`config.mk`:
```
export PLATFORM = sky130hd
export DESIGN_NAME = wb_merge
export DESIGN_NICKNAME = d
export VERILOG_FILES = /design/src/spu_pkg.sv /design/src/wb_merge.sv
export SDC_FILE = /design/constraint.sdc
export NUM_CORES = 1
export LEC_CHECK = 0
export BUFFER_PORTS_ARGS = -buffer_cell sky130_fd_sc_hd__buf_2
export CORE_AREA = 3 3 158 160
export DETAILED_ROUTE_END_ITERATION = 7
export DIE_AREA = 0 0 161 163
export PLACE_DENSITY = 0.38
export SKIP_LAST_GASP = 1
export SYNTH_ARGS = -nofsm -noshare
export SYNTH_HDL_FRONTEND = slang
export SYNTH_SLANG_ARGS = --single-unit
```
`constraint.sdc`:
```
create_clock -name vclk -period 2.2
set_input_delay 0.33 -clock vclk [all_inputs]
set_output_delay 0.33 -clock vclk [all_outputs]
set_load 0.03 [all_outputs]
```
`src/spu_pkg.sv`:
```
`default_nettype none

package spu_pkg;

	localparam int data_width    = 128;	// Register width
	localparam int addr_width    = 7;	// Register address width
	localparam int reg_count     = 128;
	localparam int op_width      = 11;
	localparam int format_width  = 3;
	localparam int imm_width     = 18;
	localparam int exec_depth    = 4;	// Stages in each execution unit

	localparam int byte_width    = 8;
	localparam int half_width    = 16;
	localparam int word_width    = 32;
	localparam int byte_lanes    = data_width / byte_width;
	localparam int half_lanes    = data_width / half_width;
	localparam int word_lanes    = data_width / word_width;
	localparam int ri10_width    = 10;	// Immediate field of the RI10 format
	localparam int ri10_op_width = 8;	// Opcode bits that identify an RI10 instruction

	// Instruction formats
	localparam logic [format_width-1:0] fmt_rr   = 3'd0;
	localparam logic [format_width-1:0] fmt_ri10 = 3'd1;

	localparam logic [0:op_width-1] op_nop   = 11'b00000000000;

	// Byte unit, RR format
	localparam logic [0:op_width-1] op_cntb  = 11'b01010110100;
	localparam logic [0:op_width-1] op_avgb  = 11'b00011010011;
	localparam logic [0:op_width-1] op_absdb = 11'b00001010011;
	localparam logic [0:op_width-1] op_sumb  = 11'b01001010011;

	// Fixed-point unit, RR format
	localparam logic [0:op_width-1] op_a     = 11'b00011000000;
	localparam logic [0:op_width-1] op_ah    = 11'b00011001000;
	localparam logic [0:op_width-1] op_and   = 11'b00011000001;
	localparam logic [0:op_width-1] op_or    = 11'b00001000001;
	localparam logic [0:op_width-1] op_xor   = 11'b01001000001;

	// Fixed-point unit, RI10 format, only the top 8 bits are significant
	localparam logic [0:op_width-1] op_ai    = 11'b00011100000;

endpackage

`default_nettype wire

```
`src/wb_merge.sv`:
```
`timescale 1ns/1ps
`default_nettype none

module wb_merge (
	input  wire  [0:spu_pkg::data_width-1]    byte_result,
	input  wire  [0:spu_pkg::addr_width-1]    byte_addr,
	input  wire                               byte_write,
	input  wire  [0:spu_pkg::data_width-1]    fixed_result,
	input  wire  [0:spu_pkg::addr_width-1]    fixed_addr,
	input  wire                               fixed_write,
	output logic [0:spu_pkg::data_width-1]    rt_wb,
	output logic [0:spu_pkg::addr_width-1]    rt_addr_wb,
	output logic                              reg_write_wb
);

	always_comb begin
		if (byte_write) begin
			rt_wb        = byte_result;
			rt_addr_wb   = byte_addr;
			reg_write_wb = 1'b1;
		end
		else if (fixed_write) begin
			rt_wb        = fixed_result;
			rt_addr_wb   = fixed_addr;
			reg_write_wb = 1'b1;
		end
		else begin
			rt_wb        = '0;	// No write this cycle
			rt_addr_wb   = '0;
			reg_write_wb = 1'b0;
		end
	end

	// Opcode sets of the two units are disjoint and both have the same latency
	always_comb begin
		single_writer: assert final (!(byte_write === 1'b1 && fixed_write === 1'b1))
			else $error("wb_merge: both units write back in the same cycle");
	end

endmodule

`default_nettype wire
```
## Word-level counts from Yosys, hierarchy flattened

Index checks and enable logic that the tools add are counted.

- Flip-flop bits (word level): 0
- Output and inout port bits: 136
- Input port bits: 272
- Word-level logic and storage cells: 6

- Multiplexer cells: 6

Operators with widths:

| kind | count |
|---|---|
| two-way mux 128 bit | 2 |
| two-way mux 7 bit | 2 |
| two-way mux 1 bit | 2 |

## Depth between registers and ports, before layout

- Depth in word-level cells: 2
- Gate-level depth with buffers: 5
- Mapped depth without buffers: 2

## Worst setup path after synthesis

Ideal clock, no wire load.

- Path kind: input to output
- From: in fixed_write
- To: out rt_wb[10] (netlist bit)
- Cell stages on the path: 5
- Buffers on the path: 3
- Arrival: 1.125 ns
- Data required time: 1.870 ns
- Slack: 0.745 ns
- Path through: nor2b_2 > buf_6 > buf_6 > buf_6 > a22o_1

- Word-level cells in the longest chain between the ends: 2

RTL lines:

| element | RTL line | RTL |
|---|---|---|
| from (decl) | wb_merge.sv:10 | `input wire fixed_write,` |
| two-way mux 128 bit | wb_merge.sv:22 | `else if (fixed_write) begin` |
| two-way mux 128 bit | wb_merge.sv:17 | `if (byte_write) begin` |
| to (decl) | wb_merge.sv:11 | `output logic [0:spu_pkg::data_width-1] rt_wb,` |

Every way passes these cells.

## Final worst setup path

- From: in byte_write
- To: out rt_wb[65] (netlist bit)

- Word-level cells in the longest chain between the ends: 1

RTL lines:

| element | RTL line | RTL |
|---|---|---|
| from (decl) | wb_merge.sv:7 | `input wire byte_write,` |
| two-way mux 128 bit | wb_merge.sv:17 |  |

Every way passes these cells.

==> impl_metrics.env <==
export IMPL_final_cells=882
export IMPL_start_util=0.0599
export IMPL_criticalPathCategory="input port to output pin"
export IMPL_synthCells=171
export IMPL_finalHoldViolCount=0
export IMPL_min_period_ns=2.03
export IMPL_syn_area_um2=1410
export IMPL_die_height_um=163
export IMPL_max_freq_mhz=493
export IMPL_cpPeakStageDelay_ns=0.40
export IMPL_area_delta_synth_final_pct=169
export IMPL_grt_use_total=0.103
export IMPL_power_leakage_nw=2.25
export IMPL_dp_hpwl_um=13700
export IMPL_startpoint_type="input port"
export IMPL_final_nets=835
export IMPL_tns_ns=0
export IMPL_rsz0062_at_grt="no"
export IMPL_drv_slew=0
export IMPL_nClkBuffers=0
export IMPL_fin_area_um2=3790
export IMPL_first_pass_iters=4
export IMPL_min_path_type="input port to output pin"
export IMPL_worstPathArrival_ns=1.70
export IMPL_hold_buffers=0
export IMPL_seq_cells=0
export IMPL_post_cts_setup_buffers=0
export IMPL_max_vdd_ir_drop_v=0.0000969
export IMPL_cap_violations=0
export IMPL_dieArea_um2=26200
export IMPL_syn_avg_cell_area_um2=8.25
export IMPL_post_drt_wl_per_cell_um=17.8
export IMPL_yosys_warnings=0
export IMPL_synth_top_area_cell="a22o_1"
export IMPL_drtIter0Drc=170
export IMPL_drive_gt1_frac=0.750
export IMPL_worst_pin_slew_ns=0.617
export IMPL_antenna_found_initial=4
export IMPL_timing_final_crit_share=0.921
export IMPL_relSlewSlack=0.588
export IMPL_synth_most_common_cell="a22o_1"
export IMPL_cp_end_kind="output pin"
export IMPL_path_cells="buf_4 -> nor2b_4 -> buf_12 -> a22o_1 -> buf_2"
export IMPL_core_um2=23500
export IMPL_syn_num_nets=443
export IMPL_synth_distinct_cells=8
export IMPL_dp_cells=880
export IMPL_critPathTopFamily="buffers and inverters"
export IMPL_via_per_inst=3.67
export IMPL_setup_violations=0
export IMPL_critPathRequiredTime_ns=1.87
export IMPL_grt_pass1_wl_um=21000
export IMPL_wirelength_um=15700
export IMPL_gp_congestion=0.761
export IMPL_grt_max_degree=136
export IMPL_postCtsResizedCells=0
export IMPL_critPathBufInv=3
export IMPL_placementRows=56
export IMPL_outcome="completed"
export IMPL_yosys_top_cells_area="a22o_1, buf_6, buf_2"
export IMPL_ys_top_cells_by_count="a22o_1, buf_2, buf_6"
export IMPL_seq_area_frac_synth=0
export IMPL_ant_nets=0
export IMPL_finalHoldWorstSlack_ns=1.02
export IMPL_drc=0
export IMPL_worstPathMaxFanout=47
export IMPL_regArea_um2=0
export IMPL_grt_pass1_vias=3209
export IMPL_port_buffers=408
export IMPL_grt_overflow_total=0
export IMPL_synth_top_area_frac=0.826
export IMPL_place_area_um2=3780
export IMPL_vias=3237
export IMPL_crit_path_top_delay_cell="nor2b_4"
export IMPL_io_pins=408
export IMPL_die_x_um=161
export IMPL_p_per_area_nw_per_um2=311
tightest hold or removal path, stage by stage:
cell	delay, ns
buf_2	0.09
nand2_1	0.04
o21ai_1	0.05
buf_2	0.17
cells by family after synthesis:
family	synth area share
buf+inv	0.146
compound gates	0.833
simple gates	0.0213
path summary, 6_finish.rpt:
kind	start	end	slack (ns)	depth (start not counted)
worst max-delay path	byte_write	rt_wb[65]	0.17	5
worst min-delay path	byte_result[2]	rt_wb[2]	1.02	4
cell usage in the layout, fill, tap and decap left out:
| cell | netlist | layout |
|---|---|---|
| a22o_1 | 133 | 133 |
| buf_12 | 0 | 3 |
| buf_2 | 20 | 407 |
| buf_4 | 0 | 10 |
| diode_2 | 0 | 2 |
| nand2_1 | 4 | 4 |
| nor2b_4 | 0 | 1 |
| o21ai_1 | 2 | 2 |
| or2_1 | 1 | 1 |
per-stage QoR:
stage	util	worst slack, ns	total power [mW]
finish	0.161	0.173	1.18
floorplan	-	0.745	0.662
global route	0.161	0.0833	1.25
CTS	0.161	0.153	1.20
detailed placement	0.161	0.159	1.19
global placement	0.161	0.191	1.19
area by class of cell:
type	instances	area, um^2
fill	2756	19800
timing repair buffer	420	2170
multi-input combinational	141	1210
tap	319	399
antenna	2	5.00
where the power goes:
part            total (mW)  switching (mW)  internal (mW)
sequential               0               0              0
clock          0.000000122               0    0.000000122
combinational         1.18           0.726          0.453
routing by layer:
layer / wire length (um) / vias up / global-route usage
met4: 7 / 6 / 0.00313
met2: 7580 / 251 / 0.184
li1: - / 1535 / -
met1: 6530 / 1439 / 0.136
met3: 1520 / 6 / 0.0224
met5: 41 / - / 0
(Power assumes the default switching activity.)
