--- src/spu_pkg.sv ---
`default_nettype none

package spu_pkg;

	localparam int data_width    = 128;	// Register width
	localparam int addr_width    = 7;	// Register address width
	localparam int reg_count     = 128;
	localparam int op_width      = 11;
	localparam int format_width  = 3;
	localparam int imm_width     = 18;
	localparam int exec_depth    = 4;	// Stages in each execution unit

	localparam int byte_width    = 8;
	localparam int half_width    = 16;
	localparam int word_width    = 32;
	localparam int byte_lanes    = data_width / byte_width;
	localparam int half_lanes    = data_width / half_width;
	localparam int word_lanes    = data_width / word_width;
	localparam int ri10_width    = 10;	// Immediate field of the RI10 format
	localparam int ri10_op_width = 8;	// Opcode bits that identify an RI10 instruction

	// Instruction formats
	localparam logic [format_width-1:0] fmt_rr   = 3'd0;
	localparam logic [format_width-1:0] fmt_ri10 = 3'd1;

	localparam logic [0:op_width-1] op_nop   = 11'b00000000000;

	// Byte unit, RR format
	localparam logic [0:op_width-1] op_cntb  = 11'b01010110100;
	localparam logic [0:op_width-1] op_avgb  = 11'b00011010011;
	localparam logic [0:op_width-1] op_absdb = 11'b00001010011;
	localparam logic [0:op_width-1] op_sumb  = 11'b01001010011;

	// Fixed-point unit, RR format
	localparam logic [0:op_width-1] op_a     = 11'b00011000000;
	localparam logic [0:op_width-1] op_ah    = 11'b00011001000;
	localparam logic [0:op_width-1] op_and   = 11'b00011000001;
	localparam logic [0:op_width-1] op_or    = 11'b00001000001;
	localparam logic [0:op_width-1] op_xor   = 11'b01001000001;

	// Fixed-point unit, RI10 format, only the top 8 bits are significant
	localparam logic [0:op_width-1] op_ai    = 11'b00011100000;

endpackage

`default_nettype wire

--- src/fixed_unit.sv ---
`timescale 1ns/1ps
`default_nettype none

module fixed_unit (
	input  wire                                 clk,
	input  wire                                 reset,
	input  wire  [0:spu_pkg::op_width-1]        op,
	input  wire  [spu_pkg::format_width-1:0]    format,
	input  wire  [0:spu_pkg::data_width-1]      ra,
	input  wire  [0:spu_pkg::data_width-1]      rb,
	input  wire  [0:spu_pkg::addr_width-1]      rt_addr,
	input  wire  [0:spu_pkg::imm_width-1]       imm,
	input  wire                                 reg_write,
	input  wire                                 branch_taken,
	output logic [0:spu_pkg::data_width-1]      result,
	output logic [0:spu_pkg::addr_width-1]      result_addr,
	output logic                                result_write
);

	logic [spu_pkg::exec_depth-1:0][0:spu_pkg::data_width-1] result_pipe;
	logic [spu_pkg::exec_depth-1:0][0:spu_pkg::addr_width-1] addr_pipe;
	logic [spu_pkg::exec_depth-1:0]                          write_pipe;

	logic [0:spu_pkg::data_width-1] stage0_result;
	logic                           stage0_valid;
	logic [0:spu_pkg::word_width-1] imm_ext;	// I10 field sign-extended to a word

	assign imm_ext = {{(spu_pkg::word_width - spu_pkg::ri10_width){imm[spu_pkg::imm_width -
		spu_pkg::ri10_width]}}, imm[spu_pkg::imm_width-spu_pkg::ri10_width:spu_pkg::imm_width-1]};

	always_comb begin
		stage0_result = '0;
		stage0_valid  = 1'b0;
		if (branch_taken) begin
			stage0_valid = 1'b0;	// Killed by a taken branch
		end
		else if (format == spu_pkg::fmt_rr) begin
			stage0_valid = 1'b1;
			case (op)
				spu_pkg::op_a: begin
					for (int w = 0; w < spu_pkg::word_lanes; w++) begin
						stage0_result[spu_pkg::word_width*w +: spu_pkg::word_width] =
							ra[spu_pkg::word_width*w +: spu_pkg::word_width]
							+ rb[spu_pkg::word_width*w +: spu_pkg::word_width];
					end
				end
				spu_pkg::op_ah: begin
					for (int h = 0; h < spu_pkg::half_lanes; h++) begin
						stage0_result[spu_pkg::half_width*h +: spu_pkg::half_width] =
							ra[spu_pkg::half_width*h +: spu_pkg::half_width]
							+ rb[spu_pkg::half_width*h +: spu_pkg::half_width];
					end
				end
				spu_pkg::op_and: stage0_result = ra & rb;
				spu_pkg::op_or:  stage0_result = ra | rb;
				spu_pkg::op_xor: stage0_result = ra ^ rb;
				default: begin
					stage0_valid = 1'b0;	// Nop or not ours
				end
			endcase
		end
		else if (format == spu_pkg::fmt_ri10 &&
			op[0:spu_pkg::ri10_op_width-1] == spu_pkg::op_ai[0:spu_pkg::ri10_op_width-1]) begin
			stage0_valid = 1'b1;
			for (int w = 0; w < spu_pkg::word_lanes; w++) begin
				stage0_result[spu_pkg::word_width*w +: spu_pkg::word_width] =
					ra[spu_pkg::word_width*w +: spu_pkg::word_width] + imm_ext;
			end
		end
	end

	always_ff @(posedge clk) begin
		if (reset) begin
			result_pipe <= '0;
			addr_pipe   <= '0;
			write_pipe  <= '0;
		end
		else begin
			result_pipe[0] <= stage0_result;
			addr_pipe[0]   <= stage0_valid ? rt_addr : '0;
			write_pipe[0]  <= stage0_valid & reg_write;
			for (int s = 1; s < spu_pkg::exec_depth; s++) begin
				result_pipe[s] <= result_pipe[s-1];	// Shift toward writeback
				addr_pipe[s]   <= addr_pipe[s-1];
				write_pipe[s]  <= write_pipe[s-1];
			end
		end
	end

	assign result       = result_pipe[spu_pkg::exec_depth-1];
	assign result_addr  = addr_pipe[spu_pkg::exec_depth-1];
	assign result_write = write_pipe[spu_pkg::exec_depth-1];

	write_low_after_reset: assert property (@(posedge clk) reset |=> !result_write)
		else $error("fixed_unit: result_write high after reset");

endmodule

`default_nettype wire

--- config.mk ---
export PLATFORM = sky130hd
export DESIGN_NAME = fixed_unit
export DESIGN_NICKNAME = d
export VERILOG_FILES = /design/src/spu_pkg.sv /design/src/fixed_unit.sv
export SDC_FILE = /design/constraint.sdc
export NUM_CORES = 2
export LEC_CHECK = 0
export BUFFER_PORTS_ARGS = -buffer_cell sky130_fd_sc_hd__buf_2
export CAP_MARGIN = 20
export CORE_ASPECT_RATIO = 1.5
export CORE_MARGIN = 4
export CORE_UTILIZATION = 50
export CTS_BUF_LIST = sky130_fd_sc_hd__clkbuf_2
export CTS_CLUSTER_DIAMETER = 150
export DETAILED_ROUTE_END_ITERATION = 6
export PLACE_DENSITY = 0.73
export SLEW_MARGIN = 40
export SYNTH_ARGS = -nofsm -noshare
export SYNTH_HDL_FRONTEND = slang
export SYNTH_SLANG_ARGS = --single-unit
--- constraint.sdc ---
create_clock -name clk -period 3.44 [get_ports clk]
set_clock_uncertainty 0.1 [all_clocks]
set_input_delay 0.688 -clock clk [delete_from_list [all_inputs] [get_ports clk]]
set_output_delay 0.688 -clock clk [all_outputs]
set_load 0.01 [all_outputs]
Yosys cells after proc, flatten, opt, wreduce, memory -nomap -nowiden
Index checks and enable logic that the tools add are counted.
{"block": "op_classes", "reduce_logical": 5, "n_eq_ne": 7, "n_addsub": 16, "bitwise": 5, "muxes": 7}
{"operator": "$pmux 128 s5", "count": 1}
{"operator": "$add 32x32->32", "count": 8}
{"operator": "$mux 128", "count": 2}
{"operator": "$add 16x16->16", "count": 8}
{"operator": "$and 128x128->128", "count": 1}
{"operator": "$or 128x128->128", "count": 1}
{"operator": "$xor 128x128->128", "count": 1}
{"operator": "$eq 11x8->1 const B", "count": 3}
{"operator": "$eq 11x10->1 const B", "count": 1}
{"operator": "$eq 11x7->1 const B", "count": 1}
{"operator": "$eq 8x5->1 const B", "count": 1}
{"operator": "$reduce_or 5->1", "count": 1}
{"operator": "$mux 1", "count": 4}
{"operator": "$reduce_or 2->1", "count": 2}
{"operator": "$eq 3x1->1 const B", "count": 1}
{"operator": "$logic_not 3->1", "count": 1}
{"operator": "$and 1x1->1", "count": 1}
{"operator": "$logic_and 1x1->1", "count": 1}
{"operator": "$not 1->1", "count": 1}
{"block": "totals", "elab_cells": 49, "out_inout_bits": 136, "input_bits": 299, "regBits": 544}

Logic depth before layout (Yosys ltp)
{"block": "depth", "depth_word": 7, "depth_mapped": 13, "depth_no_buf": 13}

Worst setup path after synthesis
No wires, ideal clock.
{"block": "synth_path", "path_type": "input -> register", "from": "input ra[31] (netlist bit)", "to": "register result_pipe[126] (netlist bit)", "required_ns": 3.211, "setup_ns": 0.129, "n_path_buf": 0, "t_arrival_ns": 3.474, "slack_ns": -0.263, "path_stages": 12, "cell_sequence": "ha_1 fa_1 a21oi_1 o22ai_1 o31ai_2 or4b_1 a221oi_2 o21ai_2 and2_4 o31ai_4 mux2i_1 o211ai_2"}
{"block": "synth_via", "elab_chain_len": 3, "elab_cells_between_ends": 5, "classes_between": "add/sub: 2; mux: 3"}
{"element": "from (decl)", "line": "fixed_unit.sv:9", "text": "input wire [0:spu_pkg::data_width-1] ra,"}
{"element": "$add 32x32->32 (on tied branches)", "line": "fixed_unit.sv:44, fixed_unit.sv:67"}
{"element": "$pmux 128 s5 or $mux 128 (tied branches)", "line": "fixed_unit.sv:39, fixed_unit.sv:62"}
{"element": "$mux 128 (*)", "line": "fixed_unit.sv:37", "text": "else if (format == spu_pkg::fmt_rr) begin"}
{"element": "to (signal, indexed assignment)", "line": "fixed_unit.sv:83", "text": "result_pipe[s] <= result_pipe[s-1];"}
{"element": "to (decl)", "line": "fixed_unit.sv:20", "text": "logic [spu_pkg::exec_depth-1:0][0:spu_pkg::data_width-1] result_pipe;"}
Every way passes the cells marked *; elsewhere a longest branch is shown, timed or not.
A chain may end at the register's enable or synchronous reset.

Worst setup path after layout
{"block": "layout_path", "from": "input ra[62] (netlist bit)", "to": "register result_pipe[91] (netlist bit)"}
Same word-level chain as after synthesis.

==> impl_metrics.json <==
{
  "ir_worst_vdd_mv": 0.206,
  "worstMarginPinSlew_ns": 0.910,
  "gp_congestion": 0.994,
  "wl_per_cell_um": 20.0,
  "p_leak_nw": 22.8,
  "intPower_mw": 10.2,
  "synthTopCellsByArea": "dfxtp_1 31%, ha_1 13%, nor2b_1 7.8%, a21oi_1 5.0%, nand2_1 3.9%",
  "clkPwrFrac_pct": 28.0,
  "final_nets": 6297,
  "min_period_over_period_pct": 101,
  "pwr-share-seq_pct": 41.0,
  "crit_path_end_kind": "flop",
  "power_switching_mw": 5.20,
  "syn2layout_area_growth_pct": 33.7,
  "rsz0062_at_grt": "true",
  "maxCapViolCount": 0,
  "path_class": "in -> reg",
  "synth_area_leader_cell": "dfxtp_1",
  "holdWs_ns": 0.00978,
  "combPwrFrac_pct": 31.0,
  "grt_pass1_wl_um": 195000,
  "cp-start-kind": "primary input",
  "finalHoldViolCount": 0,
  "synth_fp_nets": 5104,
  "overflow": 0,
  "grt_pass1_vias": 35800,
  "netlist_instances": 4413,
  "synth-main-ff-cell": "dfxtp_1",
  "timing.final.ws_setup_ns": -0.0387,
  "synth.yosys.warnings": 0,
  "drt_wl_total_um": 132000,
  "violations": "design-rule violations, negative setup slack",
  "crit_required_ns": 4.59,
  "clock_sinks": 544,
  "period_needed_ns": 3.48,
  "pin_count": 435,
  "grt.total_usage_pct": 32.7,
  "root_buffer": "clkbuf_2",
  "drive_gt1_share_pct": 23.3,
  "synth_common_cells": "544 x dfxtp_1, 442 x nor2b_1, 381 x ha_1, 366 x nand2_1, 356 x a21oi_1",
  "numCtsBuffers": 130,
  "cts_buffer_depth": 3,
  "fill_cells": 5980,
  "die_area_um2": 75600,
  "htreeDepth": 4,
  "powerDensity_nw_per_um2": 324,
  "core_um2": 70400,
  "netlist.area_leader.share_pct": 30.6,
  "hold_path.class": "in -> reg",
  "firstDrtPassIters": 7,
  "antenna_left": 0,
  "clock_latency_ns": 1.37,
  "crit_fanout": 5,
  "swShare_pct": 33.7,
  "die_y_um": 335,
  "port-buffer-count": 426,
  "max_slew_margin_pct": 39.3,
  "place_hpwl_um": 96700,
  "synthArstFlopShare_pct": 0,
  "final_area_um2": 47600,
  "postSynthAreaPerCell_um2": 8.06,
  "synth-seq-cells": 544,
  "grt_max_degree": 208,
  "finalSetupViolations": 2,
  "critPathArrivalTime_ns": 4.63,
  "syn_area_um2": 35600,
  "yosysUniqueCellTypes": 88,
  "via_per_inst": 5.60,
  "start_util_pct": 50.5,
  "seq_area_frac_synth_pct": 30.6,
  "placedInstanceArea_um2": 41700,
  "drtIter0Drc": 2773,
  "antenna_found_initial": 22,
  "fmax_ghz": 0.287,
  "clk_pin_slew_ns": 0.11,
  "synth_edf_count": 0,
  "cts_tree": "done",
  "yosysMostFrequentCell": "dfxtp_1",
  "final-max-slew-violation-count": 0,
  "status": "complete, but fails checks",
  "rows": 119,
  "drc_errors": 2,
  "die_w_um": 226,
  "vias": 37000
}
[flip-flops by register name, summed over array words and instances, names as in the netlist]
signal and flops:
result_pipe 384, result 128, addr_pipe 21, write_pipe 4
result_addr 7
[power groups by stage]
stage	clock, mW	combinational, mW	sequential (mW)
2_1_floorplan	0	2.41	6.46
3_3_place_gp	0	4.01	6.46
3_5_place_dp	0	4.06	6.46
4_1_cts	4.46	4.51	6.32
5_1_grt	4.74	5.17	6.32
6_report	4.33	4.78	6.32
[kinds of logic after synthesis]
logic type	after synthesis	share of synthesized area, %
simple gates	1360	19.3
compound gates	1269	23.3
buf+inv	681	8.63
flops	544	30.6
fa+ha+maj	392	14.0
xor+xnor	151	3.72
mux	16	0.464
[worst paths after layout]
kind / startpoint / end / slack (ns) / depth (start not counted)
worst min-delay path: rb[3] / result_pipe[124] / 0.01 / 6
worst max-delay path: ra[62] / result_pipe[91] / -0.04 / 17
worst max register to register: result_pipe[127] / result_pipe[255] / 2.38 / 1
worst min register to register: result_pipe[242] / result_pipe[370] / 0.31 / 1
[critical path, cell delays in order]
cell	delay (ns)
dlygate4sd3_1	0.55
buf_2	0.14
buf_4	0.14
ha_1	0.33
a211oi_2	0.24
nor2_1	0.12
o31ai_1	0.22
buf_4	0.17
a21oi_1	0.05
buf_4	0.17
a221o_1	0.40
o21ai_0	0.16
nand2_1	0.18
a31oi_1	0.20
o221ai_1	0.15
dlygate4sd3_1	0.59
buf_4	0.13
[what timing repair did]
| item | CTS | global route |
|---|---|---|
| endpoints found under the setup margin | 0 | 42 |
| hold buffers | 398 | 0 |
| buffers inserted | 0 | 19 |
| endpoints found under the hold margin | 418 | 0 |
| resized for setup | 0 | 97 |
[routing by layer]
metal / GRT usage (%) / up-vias / wire, µm
met4: 20.7 / 12 / 9640
met2: 55.8 / 1727 / 62600
li1: - / 17600 / -
met3: 5.23 / 524 / 9570
met1: 37.9 / 17100 / 50300
met5: 0 / - / 86
[cell type report]
cell class                 count  area, µm²  share of cell area [%]
tap                          907       1130                    2.39
clock inverter                46        299                   0.629
antenna                       16       40.0                  0.0842
clock buffer                 175        876                    1.84
multi-input combinational   3188      22200                    46.6
timing repair buffer        1410      10900                    22.9
sequential                   544      10900                    22.9
inverter                     332       1250                    2.62
[through the flow]
stage	utilization, %	total power, mW	instances	setup slack, ns	setup TNS (ns)
final	67.5	15.4	6618	-0.0387	-0.0603
after floorplan	-	8.87	4413	-0.0693	-0.0693
after global placement	59.2	10.5	5966	-0.554	-19.95
after detailed placement	59.2	10.5	5966	-0.571	-20.89
after global routing	67.5	16.2	6613	-0.115	-0.399
after CTS	66.5	15.3	6585	0.0236	0
[placed cells by master (no fill, tap or decap), drive strengths merged, types with 178 or more instances in the layout]
cell         count
nor2b          442
ha             381
clkbuf         178
a21oi          359
dfxtp          544
o21ai          263
inv            337
nand2          366
nor2           259
buf           1014
dlygate4sd3    389
Power figures use the tool's default switching activity.
