--- config.mk ---
export PLATFORM = sky130hd
export DESIGN_NAME = byte_unit
export DESIGN_NICKNAME = d
export VERILOG_FILES = /design/src/spu_pkg.sv /design/src/byte_unit.sv
export SDC_FILE = /design/constraint.sdc
export NUM_CORES = 2
export LEC_CHECK = 0
export BUFFER_PORTS_ARGS = -buffer_cell sky130_fd_sc_hd__buf_2
export CAP_MARGIN = 40
export CORE_ASPECT_RATIO = 1.75
export CORE_MARGIN = 3
export CORE_UTILIZATION = 55
export DETAILED_ROUTE_END_ITERATION = 6
export PLACE_DENSITY_LB_ADDON = 0.1
export SLEW_MARGIN = 0
export SYNTH_ARGS = -nofsm -noshare
export SYNTH_HDL_FRONTEND = slang
export SYNTH_SLANG_ARGS = --single-unit
--- constraint.sdc ---
create_clock -name clk -period 4.6 [get_ports clk]
set_clock_uncertainty 0.15 [all_clocks]
set_input_delay 0.92 -clock clk [delete_from_list [all_inputs] [get_ports clk]]
set_output_delay 0.92 -clock clk [all_outputs]
set_load 0.02 [all_outputs]
--- src/spu_pkg.sv ---
`default_nettype none

package spu_pkg;

	localparam int data_width    = 128;	// Register width
	localparam int addr_width    = 7;	// Register address width
	localparam int reg_count     = 128;
	localparam int op_width      = 11;
	localparam int format_width  = 3;
	localparam int imm_width     = 18;
	localparam int exec_depth    = 4;	// Stages in each execution unit

	localparam int byte_width    = 8;
	localparam int half_width    = 16;
	localparam int word_width    = 32;
	localparam int byte_lanes    = data_width / byte_width;
	localparam int half_lanes    = data_width / half_width;
	localparam int word_lanes    = data_width / word_width;
	localparam int ri10_width    = 10;	// Immediate field of the RI10 format
	localparam int ri10_op_width = 8;	// Opcode bits that identify an RI10 instruction

	// Instruction formats
	localparam logic [format_width-1:0] fmt_rr   = 3'd0;
	localparam logic [format_width-1:0] fmt_ri10 = 3'd1;

	localparam logic [0:op_width-1] op_nop   = 11'b00000000000;

	// Byte unit, RR format
	localparam logic [0:op_width-1] op_cntb  = 11'b01010110100;
	localparam logic [0:op_width-1] op_avgb  = 11'b00011010011;
	localparam logic [0:op_width-1] op_absdb = 11'b00001010011;
	localparam logic [0:op_width-1] op_sumb  = 11'b01001010011;

	// Fixed-point unit, RR format
	localparam logic [0:op_width-1] op_a     = 11'b00011000000;
	localparam logic [0:op_width-1] op_ah    = 11'b00011001000;
	localparam logic [0:op_width-1] op_and   = 11'b00011000001;
	localparam logic [0:op_width-1] op_or    = 11'b00001000001;
	localparam logic [0:op_width-1] op_xor   = 11'b01001000001;

	// Fixed-point unit, RI10 format, only the top 8 bits are significant
	localparam logic [0:op_width-1] op_ai    = 11'b00011100000;

endpackage

`default_nettype wire

--- src/byte_unit.sv ---
`timescale 1ns/1ps
`default_nettype none

module byte_unit (
	input  wire                                 clk,
	input  wire                                 reset,
	input  wire  [0:spu_pkg::op_width-1]        op,
	input  wire  [spu_pkg::format_width-1:0]    format,
	input  wire  [0:spu_pkg::data_width-1]      ra,
	input  wire  [0:spu_pkg::data_width-1]      rb,
	input  wire  [0:spu_pkg::addr_width-1]      rt_addr,
	input  wire                                 reg_write,
	input  wire                                 branch_taken,
	output logic [0:spu_pkg::data_width-1]      result,
	output logic [0:spu_pkg::addr_width-1]      result_addr,
	output logic                                result_write
);

	// Delay line with entry 0 as stage 0
	logic [spu_pkg::exec_depth-1:0][0:spu_pkg::data_width-1] result_pipe;
	logic [spu_pkg::exec_depth-1:0][0:spu_pkg::addr_width-1] addr_pipe;
	logic [spu_pkg::exec_depth-1:0]                          write_pipe;

	logic [0:spu_pkg::data_width-1] stage0_result;
	logic                           stage0_valid;	// Owned and not killed

	logic [3:0]                           ones;		// Per-byte population count
	logic [spu_pkg::byte_width:0]         avg_sum;		// One extra bit for the carry
	logic signed [spu_pkg::byte_width-1:0] byte_a;
	logic signed [spu_pkg::byte_width-1:0] byte_b;
	logic signed [spu_pkg::half_width-1:0] sum_a;
	logic signed [spu_pkg::half_width-1:0] sum_b;

	always_comb begin
		stage0_result = '0;
		stage0_valid  = 1'b0;
		ones          = '0;
		avg_sum       = '0;
		byte_a        = '0;
		byte_b        = '0;
		sum_a         = '0;
		sum_b         = '0;
		if (!branch_taken && format == spu_pkg::fmt_rr) begin
			case (op)
				spu_pkg::op_cntb: begin
					stage0_valid = 1'b1;
					for (int i = 0; i < spu_pkg::byte_lanes; i++) begin
						ones = '0;
						for (int j = 0; j < spu_pkg::byte_width; j++) begin
							ones = ones + {3'b000, ra[spu_pkg::byte_width*i + j]};
						end
						stage0_result[spu_pkg::byte_width*i +: spu_pkg::byte_width] =
							{4'b0000, ones};
					end
				end
				spu_pkg::op_avgb: begin
					stage0_valid = 1'b1;
					for (int i = 0; i < spu_pkg::byte_lanes; i++) begin
						avg_sum = {1'b0, ra[spu_pkg::byte_width*i +: spu_pkg::byte_width]}
							+ {1'b0, rb[spu_pkg::byte_width*i +: spu_pkg::byte_width]}
							+ 9'd1;	// Round up
						stage0_result[spu_pkg::byte_width*i +: spu_pkg::byte_width] =
							avg_sum[spu_pkg::byte_width:1];
					end
				end
				spu_pkg::op_absdb: begin
					stage0_valid = 1'b1;
					for (int i = 0; i < spu_pkg::byte_lanes; i++) begin
						byte_a = ra[spu_pkg::byte_width*i +: spu_pkg::byte_width];
						byte_b = rb[spu_pkg::byte_width*i +: spu_pkg::byte_width];
						if (byte_a > byte_b) begin	// Signed compare
							stage0_result[spu_pkg::byte_width*i +: spu_pkg::byte_width] =
								byte_a - byte_b;
						end
						else begin
							stage0_result[spu_pkg::byte_width*i +: spu_pkg::byte_width] =
								byte_b - byte_a;
						end
					end
				end
				spu_pkg::op_sumb: begin
					stage0_valid = 1'b1;
					for (int w = 0; w < spu_pkg::word_lanes; w++) begin
						sum_a = '0;
						sum_b = '0;
						for (int j = 0; j < 4; j++) begin
							byte_a = ra[spu_pkg::word_width*w + spu_pkg::byte_width*j
								+: spu_pkg::byte_width];
							byte_b = rb[spu_pkg::word_width*w + spu_pkg::byte_width*j
								+: spu_pkg::byte_width];
							sum_a = sum_a + {{8{byte_a[7]}}, byte_a};	// Sign-extended
							sum_b = sum_b + {{8{byte_b[7]}}, byte_b};
						end
						// rb sum in the high halfword and ra sum in the low one
						stage0_result[spu_pkg::word_width*w +: spu_pkg::half_width] = sum_b;
						stage0_result[spu_pkg::word_width*w + spu_pkg::half_width
							+: spu_pkg::half_width] = sum_a;
					end
				end
				default: begin
					stage0_valid = 1'b0;	// Nop, unknown or fixed-unit opcode
				end
			endcase
		end
	end

	always_ff @(posedge clk) begin
		if (reset) begin
			result_pipe <= '0;
			addr_pipe   <= '0;
			write_pipe  <= '0;
		end
		else begin
			result_pipe[0] <= stage0_result;	// Zero for a bubble
			addr_pipe[0]   <= stage0_valid ? rt_addr : '0;
			write_pipe[0]  <= stage0_valid & reg_write;
			for (int s = 1; s < spu_pkg::exec_depth; s++) begin
				result_pipe[s] <= result_pipe[s-1];
				addr_pipe[s]   <= addr_pipe[s-1];
				write_pipe[s]  <= write_pipe[s-1];
			end
		end
	end

	assign result       = result_pipe[spu_pkg::exec_depth-1];
	assign result_addr  = addr_pipe[spu_pkg::exec_depth-1];
	assign result_write = write_pipe[spu_pkg::exec_depth-1];

	write_low_after_reset: assert property (@(posedge clk) reset |=> !result_write)
		else $error("byte_unit: result_write high after reset");

endmodule

`default_nettype wire

* After elaboration in Yosys (flattened, before gate mapping)
Index checks and enable logic that the tools add are counted.
Word-level totals: register bits 544, bits in latches 0, memory bits (writable) 0, ROM bits 0, input port bits 281, output and inout port bits 136, word-level logic and storage cells 257, memories kept 0
Cells by class: $add $sub $neg 200, multiply operators 0, divide/modulo/power cells 0, magnitude comparators 16, equality and inequality tests 4, shifts and indexed selects 0, muxes and demuxes 19, bitwise gates (word level) 3, reductions and logical operators 6
Operators with widths (number):
- one-hot mux 128 bit (4 select lines) | 1
- adder 4 x 1 -> 4 bit | 64
- subtractor 8 bit | 32
- adder 8 x 8 -> 9 bit | 24
- adder 9 x 1 -> 9 bit, second input constant | 16
- > comparator 8 bit | 16
- 2-to-1 mux 8 bit | 16
- adder 10 x 8 -> 11 bit | 8
- adder 9 x 8 -> 10 bit | 8
- adder 3 x 1 -> 4 bit | 16
- adder 2 x 1 -> 3 bit | 16
- adder 1 x 1 -> 2 bit | 16
- equality test 11 x 10 -> 1 bit, second input constant | 2
- equality test 11 x 7 -> 1 bit, second input constant | 1
- equality test 11 x 8 -> 1 bit, second input constant | 1
- OR reduction 2 bit | 2
- OR reduction 4 bit | 1
- logical NOT 3 bit | 1
- 2-to-1 mux 1 bit | 2
- inverter 1 bit | 2
- AND 1 bit | 1
- logical AND 1 bit | 1
- logical NOT 1 bit | 1

* Longest topological paths before layout
depth in word-level cells 8, gate-level depth with buffers 16, depth with buffers taken out 16

* Worst setup path after synthesis
OpenSTA, ideal clock, no wires.
path kind input -> register, start input ra[86] in the netlist's numbering, end register result_pipe[41] in the netlist's numbering, library setup time 0.132 ns, arrival time 3.936 ns, required time 4.318 ns, path slack 0.382 ns, stages on the path 14, buffers on the path 0, path through inv_1 -> fa_1 -> fa_1 -> inv_1 -> ha_1 -> fa_1 -> a21o_1 -> a21oi_1 -> nor2b_1 -> o21ai_0 -> a221oi_1 -> xor2_1 -> a222oi_1 -> a21oi_1
Between the ends: cells in the longest elaborated chain, start to end 3
RTL lines:
- start, declared | line byte_unit.sv:9 | input wire [0:spu_pkg::data_width-1] ra,
- adder 9 x 8 -> 10 bit, or another cell as far along | line byte_unit.sv:91 | sum_a = sum_a + {{8{byte_a[7]}}, byte_a};
- adder 10 x 8 -> 11 bit, or another cell as far along | line byte_unit.sv:91
- one-hot mux 128 bit (4 select lines) * | line byte_unit.sv:44 | case (op)
- end signal, assigned by index | line byte_unit.sv:118 | result_pipe[s] <= result_pipe[s-1];
- end, declared | line byte_unit.sv:20 | logic [spu_pkg::exec_depth-1:0][0:spu_pkg::data_width-1] result_pipe;
Every way passes the cells marked *; elsewhere a longest branch is shown, timed or not. A chain may end at the register's enable or synchronous reset.

* Final worst setup path
start input ra[125] in the netlist's numbering, end register result_pipe[14] in the netlist's numbering
Between the ends: cells in the longest elaborated chain, start to end 2
RTL lines (line):
- adder 10 x 8 -> 11 bit | byte_unit.sv:91
- one-hot mux 128 bit (4 select lines) | byte_unit.sv:44
Every way passes these cells.

==> flow_summary_export.csv <==
group,metric,value,unit
cells_and_area,multi_input_area,25300,um^2
global_routing,grt_max_degree,98,
power_and_ir_drop,internal_power,9160,uW
drt,totalWireLength,116000,um
global_routing,overflow,0,
setup_path,path_class,"in -> reg",
cells_and_area,layout_commonest_cell,"inv_1",
clock_tree,cts_tree,"built",
hold_path,min_path_type,"reg -> reg",
yosys,synth_warnings,0,
setup_path,cp-startpoint,"ra[125]",
floorplan,start_util,0.556,
yosys,syn_area_per_cell,9.28,um^2
drt,vias,30500,
power_and_ir_drop,combPwrFrac,0.368,
yosys,synth_flop_cell,"dfxtp_1",
drt,firstDrtPassIters,7,
placement,post_dp_cell_area,42600,um^2
placement,hpwl,94200,um
power_and_ir_drop,peakVddDrop,249,uV
outcome,status,"finished with violations",
floorplan,num_rows,130,
sta,tightest_slew,0.830,ns
clock_tree,cts_resized,0,
sta,max_freq,0.244,GHz
drt,drc,2,
floorplan,core,71900,um^2
sta,max-slew-margin-rel,0.446,
power_and_ir_drop,p_sw_frac,0.341,
sta,maxSlewViolCount,0,
clock_tree,cts_max_path_buffers,3,
cells_and_area,syn2layout_area_growth,10.5,%
clock_tree,insertion_delay,0.60,ns
setup_path,crit_fanout,6,
power_and_ir_drop,p_leak,0.0208,uW
clock_tree,cts_sinks,544,
global_routing,grt_pass1_vias,31100,
global_routing,grt_pass1_wl,176000,um
cells_and_area,layout_common_cells,"inv_1 (562), dfxtp_1 (544), ha_1 (496), nor2b_1 (459), buf_2 (415)",
setup_path,required,4.91,ns
hold_path,holdPathStages,1,
cells_and_area,layout-drive-gt1-share,0.146,
sta,layout_worst_path_cycle_share,0.891,
drt,drtIter0Drc,2126,
drt,avgViaCountPerCell,5.48,
sta,setup_viol,0,
power_and_ir_drop,power_density,315,nW/um^2
yosys,ys_top_cells_by_area,"dfxtp_1 (27%), ha_1 (16%), fa_1 (12%), nor2b_1 (7.2%), inv_1 (5.3%)",
sta,final.setup.tns,0,ns
setup_path,r2r_cells,1,
setup_path,r2r-start,"result_pipe[350]$_SDFF_PP0_",
cells_and_area,post-route-util,0.614,
yosys,synth_top_area_share,0.272,
yosys,syn-cell-area,40000,um^2
cells_and_area,fillers,6457,
global_routing,use_met2,0.540,
cells_and_area,seq_area,10900,um^2
power_and_ir_drop,p_clk_frac,0.294,
floorplan,fp.dieW,210,um
floorplan,io_pins,417,
floorplan,die_area,76100,um^2
cells_and_area,final_area,44200,um^2
setup_path,cp-end-kind,"flop",
drt,ant_nets,0,
placement,routabilityCongestion,0.959,
yosys,ys_ff_latch,544,
global_routing,track_usage,0.297,
global_routing,antenna_found_initial,18,
placement,port_buffers,416,
clock_tree,hold_buffers,0,
floorplan,fp.dieH,363,um
yosys,yosysTopAreaCell,"dfxtp_1",
setup_path,start_kind,"primary input",
yosys,synth_cell_types,84,
sta,finalHoldViolCount,0,
global_routing,grt-busiest-layer,"met2",
clock_tree,post_cts_buffers,0,
yosys,ys_seq_area_frac,0.272,
job,max_cap_violations,0,
clock_tree,clk_pin_slew,0.08,ns
yosys,synth-edff-count,0,
hold_path,min-delay-start,"result_pipe[232]$_SDFF_PP0_",
setup_path,cp.arrival,4.41,ns
cells_and_area,final_net_count,5609,
outcome,violations,"DRC",
global_routing,met1_usage,0.339,
clock_tree,h-tree-depth,2,
clock_tree,numCtsBuffers,47,
yosys,async_flop_share,0,
drt,avgRoutedWirePerCell,20.9,um
yosys,syn-num-nets,5332,
power_and_ir_drop,switching_power,4740,uW
sta,finalCriticalPeriod,4.10,ns
sta,rsz0062_at_grt,"false",
global_routing,grtUsageMet3,0.0349,
clock_tree,cts_root_buf,"clkbuf_16",
yosys,synth_cells,4307,
power_and_ir_drop,p_seq_frac,0.339,
-- cells by family (layout without fill, tap and decap cells) --
family                   count (synthesis)  in the layout  share of synthesized area
AO/OA/AOI/OAI                          843            843                      0.140
XOR/XNOR                               254            254                     0.0556
adder cells (fa/ha/maj)                744            744                      0.279
buffers and inverters                  860           1173                     0.0949
flip-flops                             544            544                      0.272
multiplexers                           111            111                     0.0292
other                                    0             13                          0
AND/OR/NAND/NOR                        951            951                      0.128
-- metal layers --
| layer | up-vias | routed length, um |
|---|---|---|
| met2 | 1037 | 58500 |
| met3 | 317 | 6090 |
| met4 | 2 | 7150 |
| met5 | - | 13 |
| met1 | 14500 | 44100 |
| li1 | 14600 | - |
-- final cells by class --
| class | count | share of cell area |
|---|---|---|
| flip-flops and latches | 544 | 0.247 |
| repair buffers | 526 | 0.0691 |
| multi-input cells | 2903 | 0.574 |
| well taps | 924 | 0.0262 |
| inverters | 562 | 0.0478 |
| diodes | 13 | 0.000736 |
| clock inverters | 20 | 0.00507 |
| clock buffers | 65 | 0.0309 |
-- power groups by stage --
| stage | logic (uW) | clock network (uW) | registers (uW) |
|---|---|---|---|
| CTS | 5080 | 4180 | 4710 |
| finish | 5110 | 4080 | 4710 |
| global placement | 5000 | 0 | 4820 |
| global route | 5670 | 4330 | 4700 |
| floorplan | 3580 | 0 | 4820 |
| detailed placement | 5030 | 0 | 4820 |
-- per-stage QoR --
| stage | total power [uW] | std cells | setup WS [ns] | hold slack, ns |
|---|---|---|---|---|
| finish | 13900 | 5557 | 0.501 | 0.257 |
| global route | 14700 | 5550 | 0.267 | 0.282 |
| CTS | 14000 | 5544 | 0.580 | 0.265 |
| detailed placement | 9850 | 5459 | -0.0381 | 0.270 |
| global placement | 9810 | 5456 | 0.00261 | 0.264 |
| floorplan | 8400 | 4307 | 0.382 | 0.264 |
-- state kept, by name, indices dropped and copies added (netlist names) --
name and count:
result_addr 7, result 128, addr_pipe 21, write_pipe 4, result_pipe 384
-- worst max-delay path: stages --
cell	delay (ns)
buf_2	0.15
inv_1	0.11
fa_1	0.52
fa_1	0.53
inv_1	0.08
ha_1	0.28
a21o_1	0.10
a21oi_1	0.09
o21ai_0	0.23
nor4_1	0.08
nor3_1	0.31
a2111oi_0	0.16
o21ai_0	0.52
o21ai_0	0.18
o2bb2ai_1	0.15
-- synth_stat cells (78+ instances only) --
library cell,count
xor2_1,78
nand2_1,131
buf_4,135
a21oi_1,277
inv_1,562
dfxtp_1,544
nor2b_1,459
ha_1,496
fa_1,248
nor2_1,209
xnor2_1,176
o21bai_1,93
o21ai_0,112
clkbuf_1,115
-- worst paths after layout --
kind | end | slack [ns]
min reg2reg | result_pipe[360]$_SDFF_PP0_ | 0.26
min | result_pipe[360]$_SDFF_PP0_ | 0.26
max | result_pipe[14]$_SDFF_PP0_ | 0.50
max reg2reg | result[33]$_SDFF_PP0_ | 3.73
Note: power is estimated with default switching activity, not from simulation.
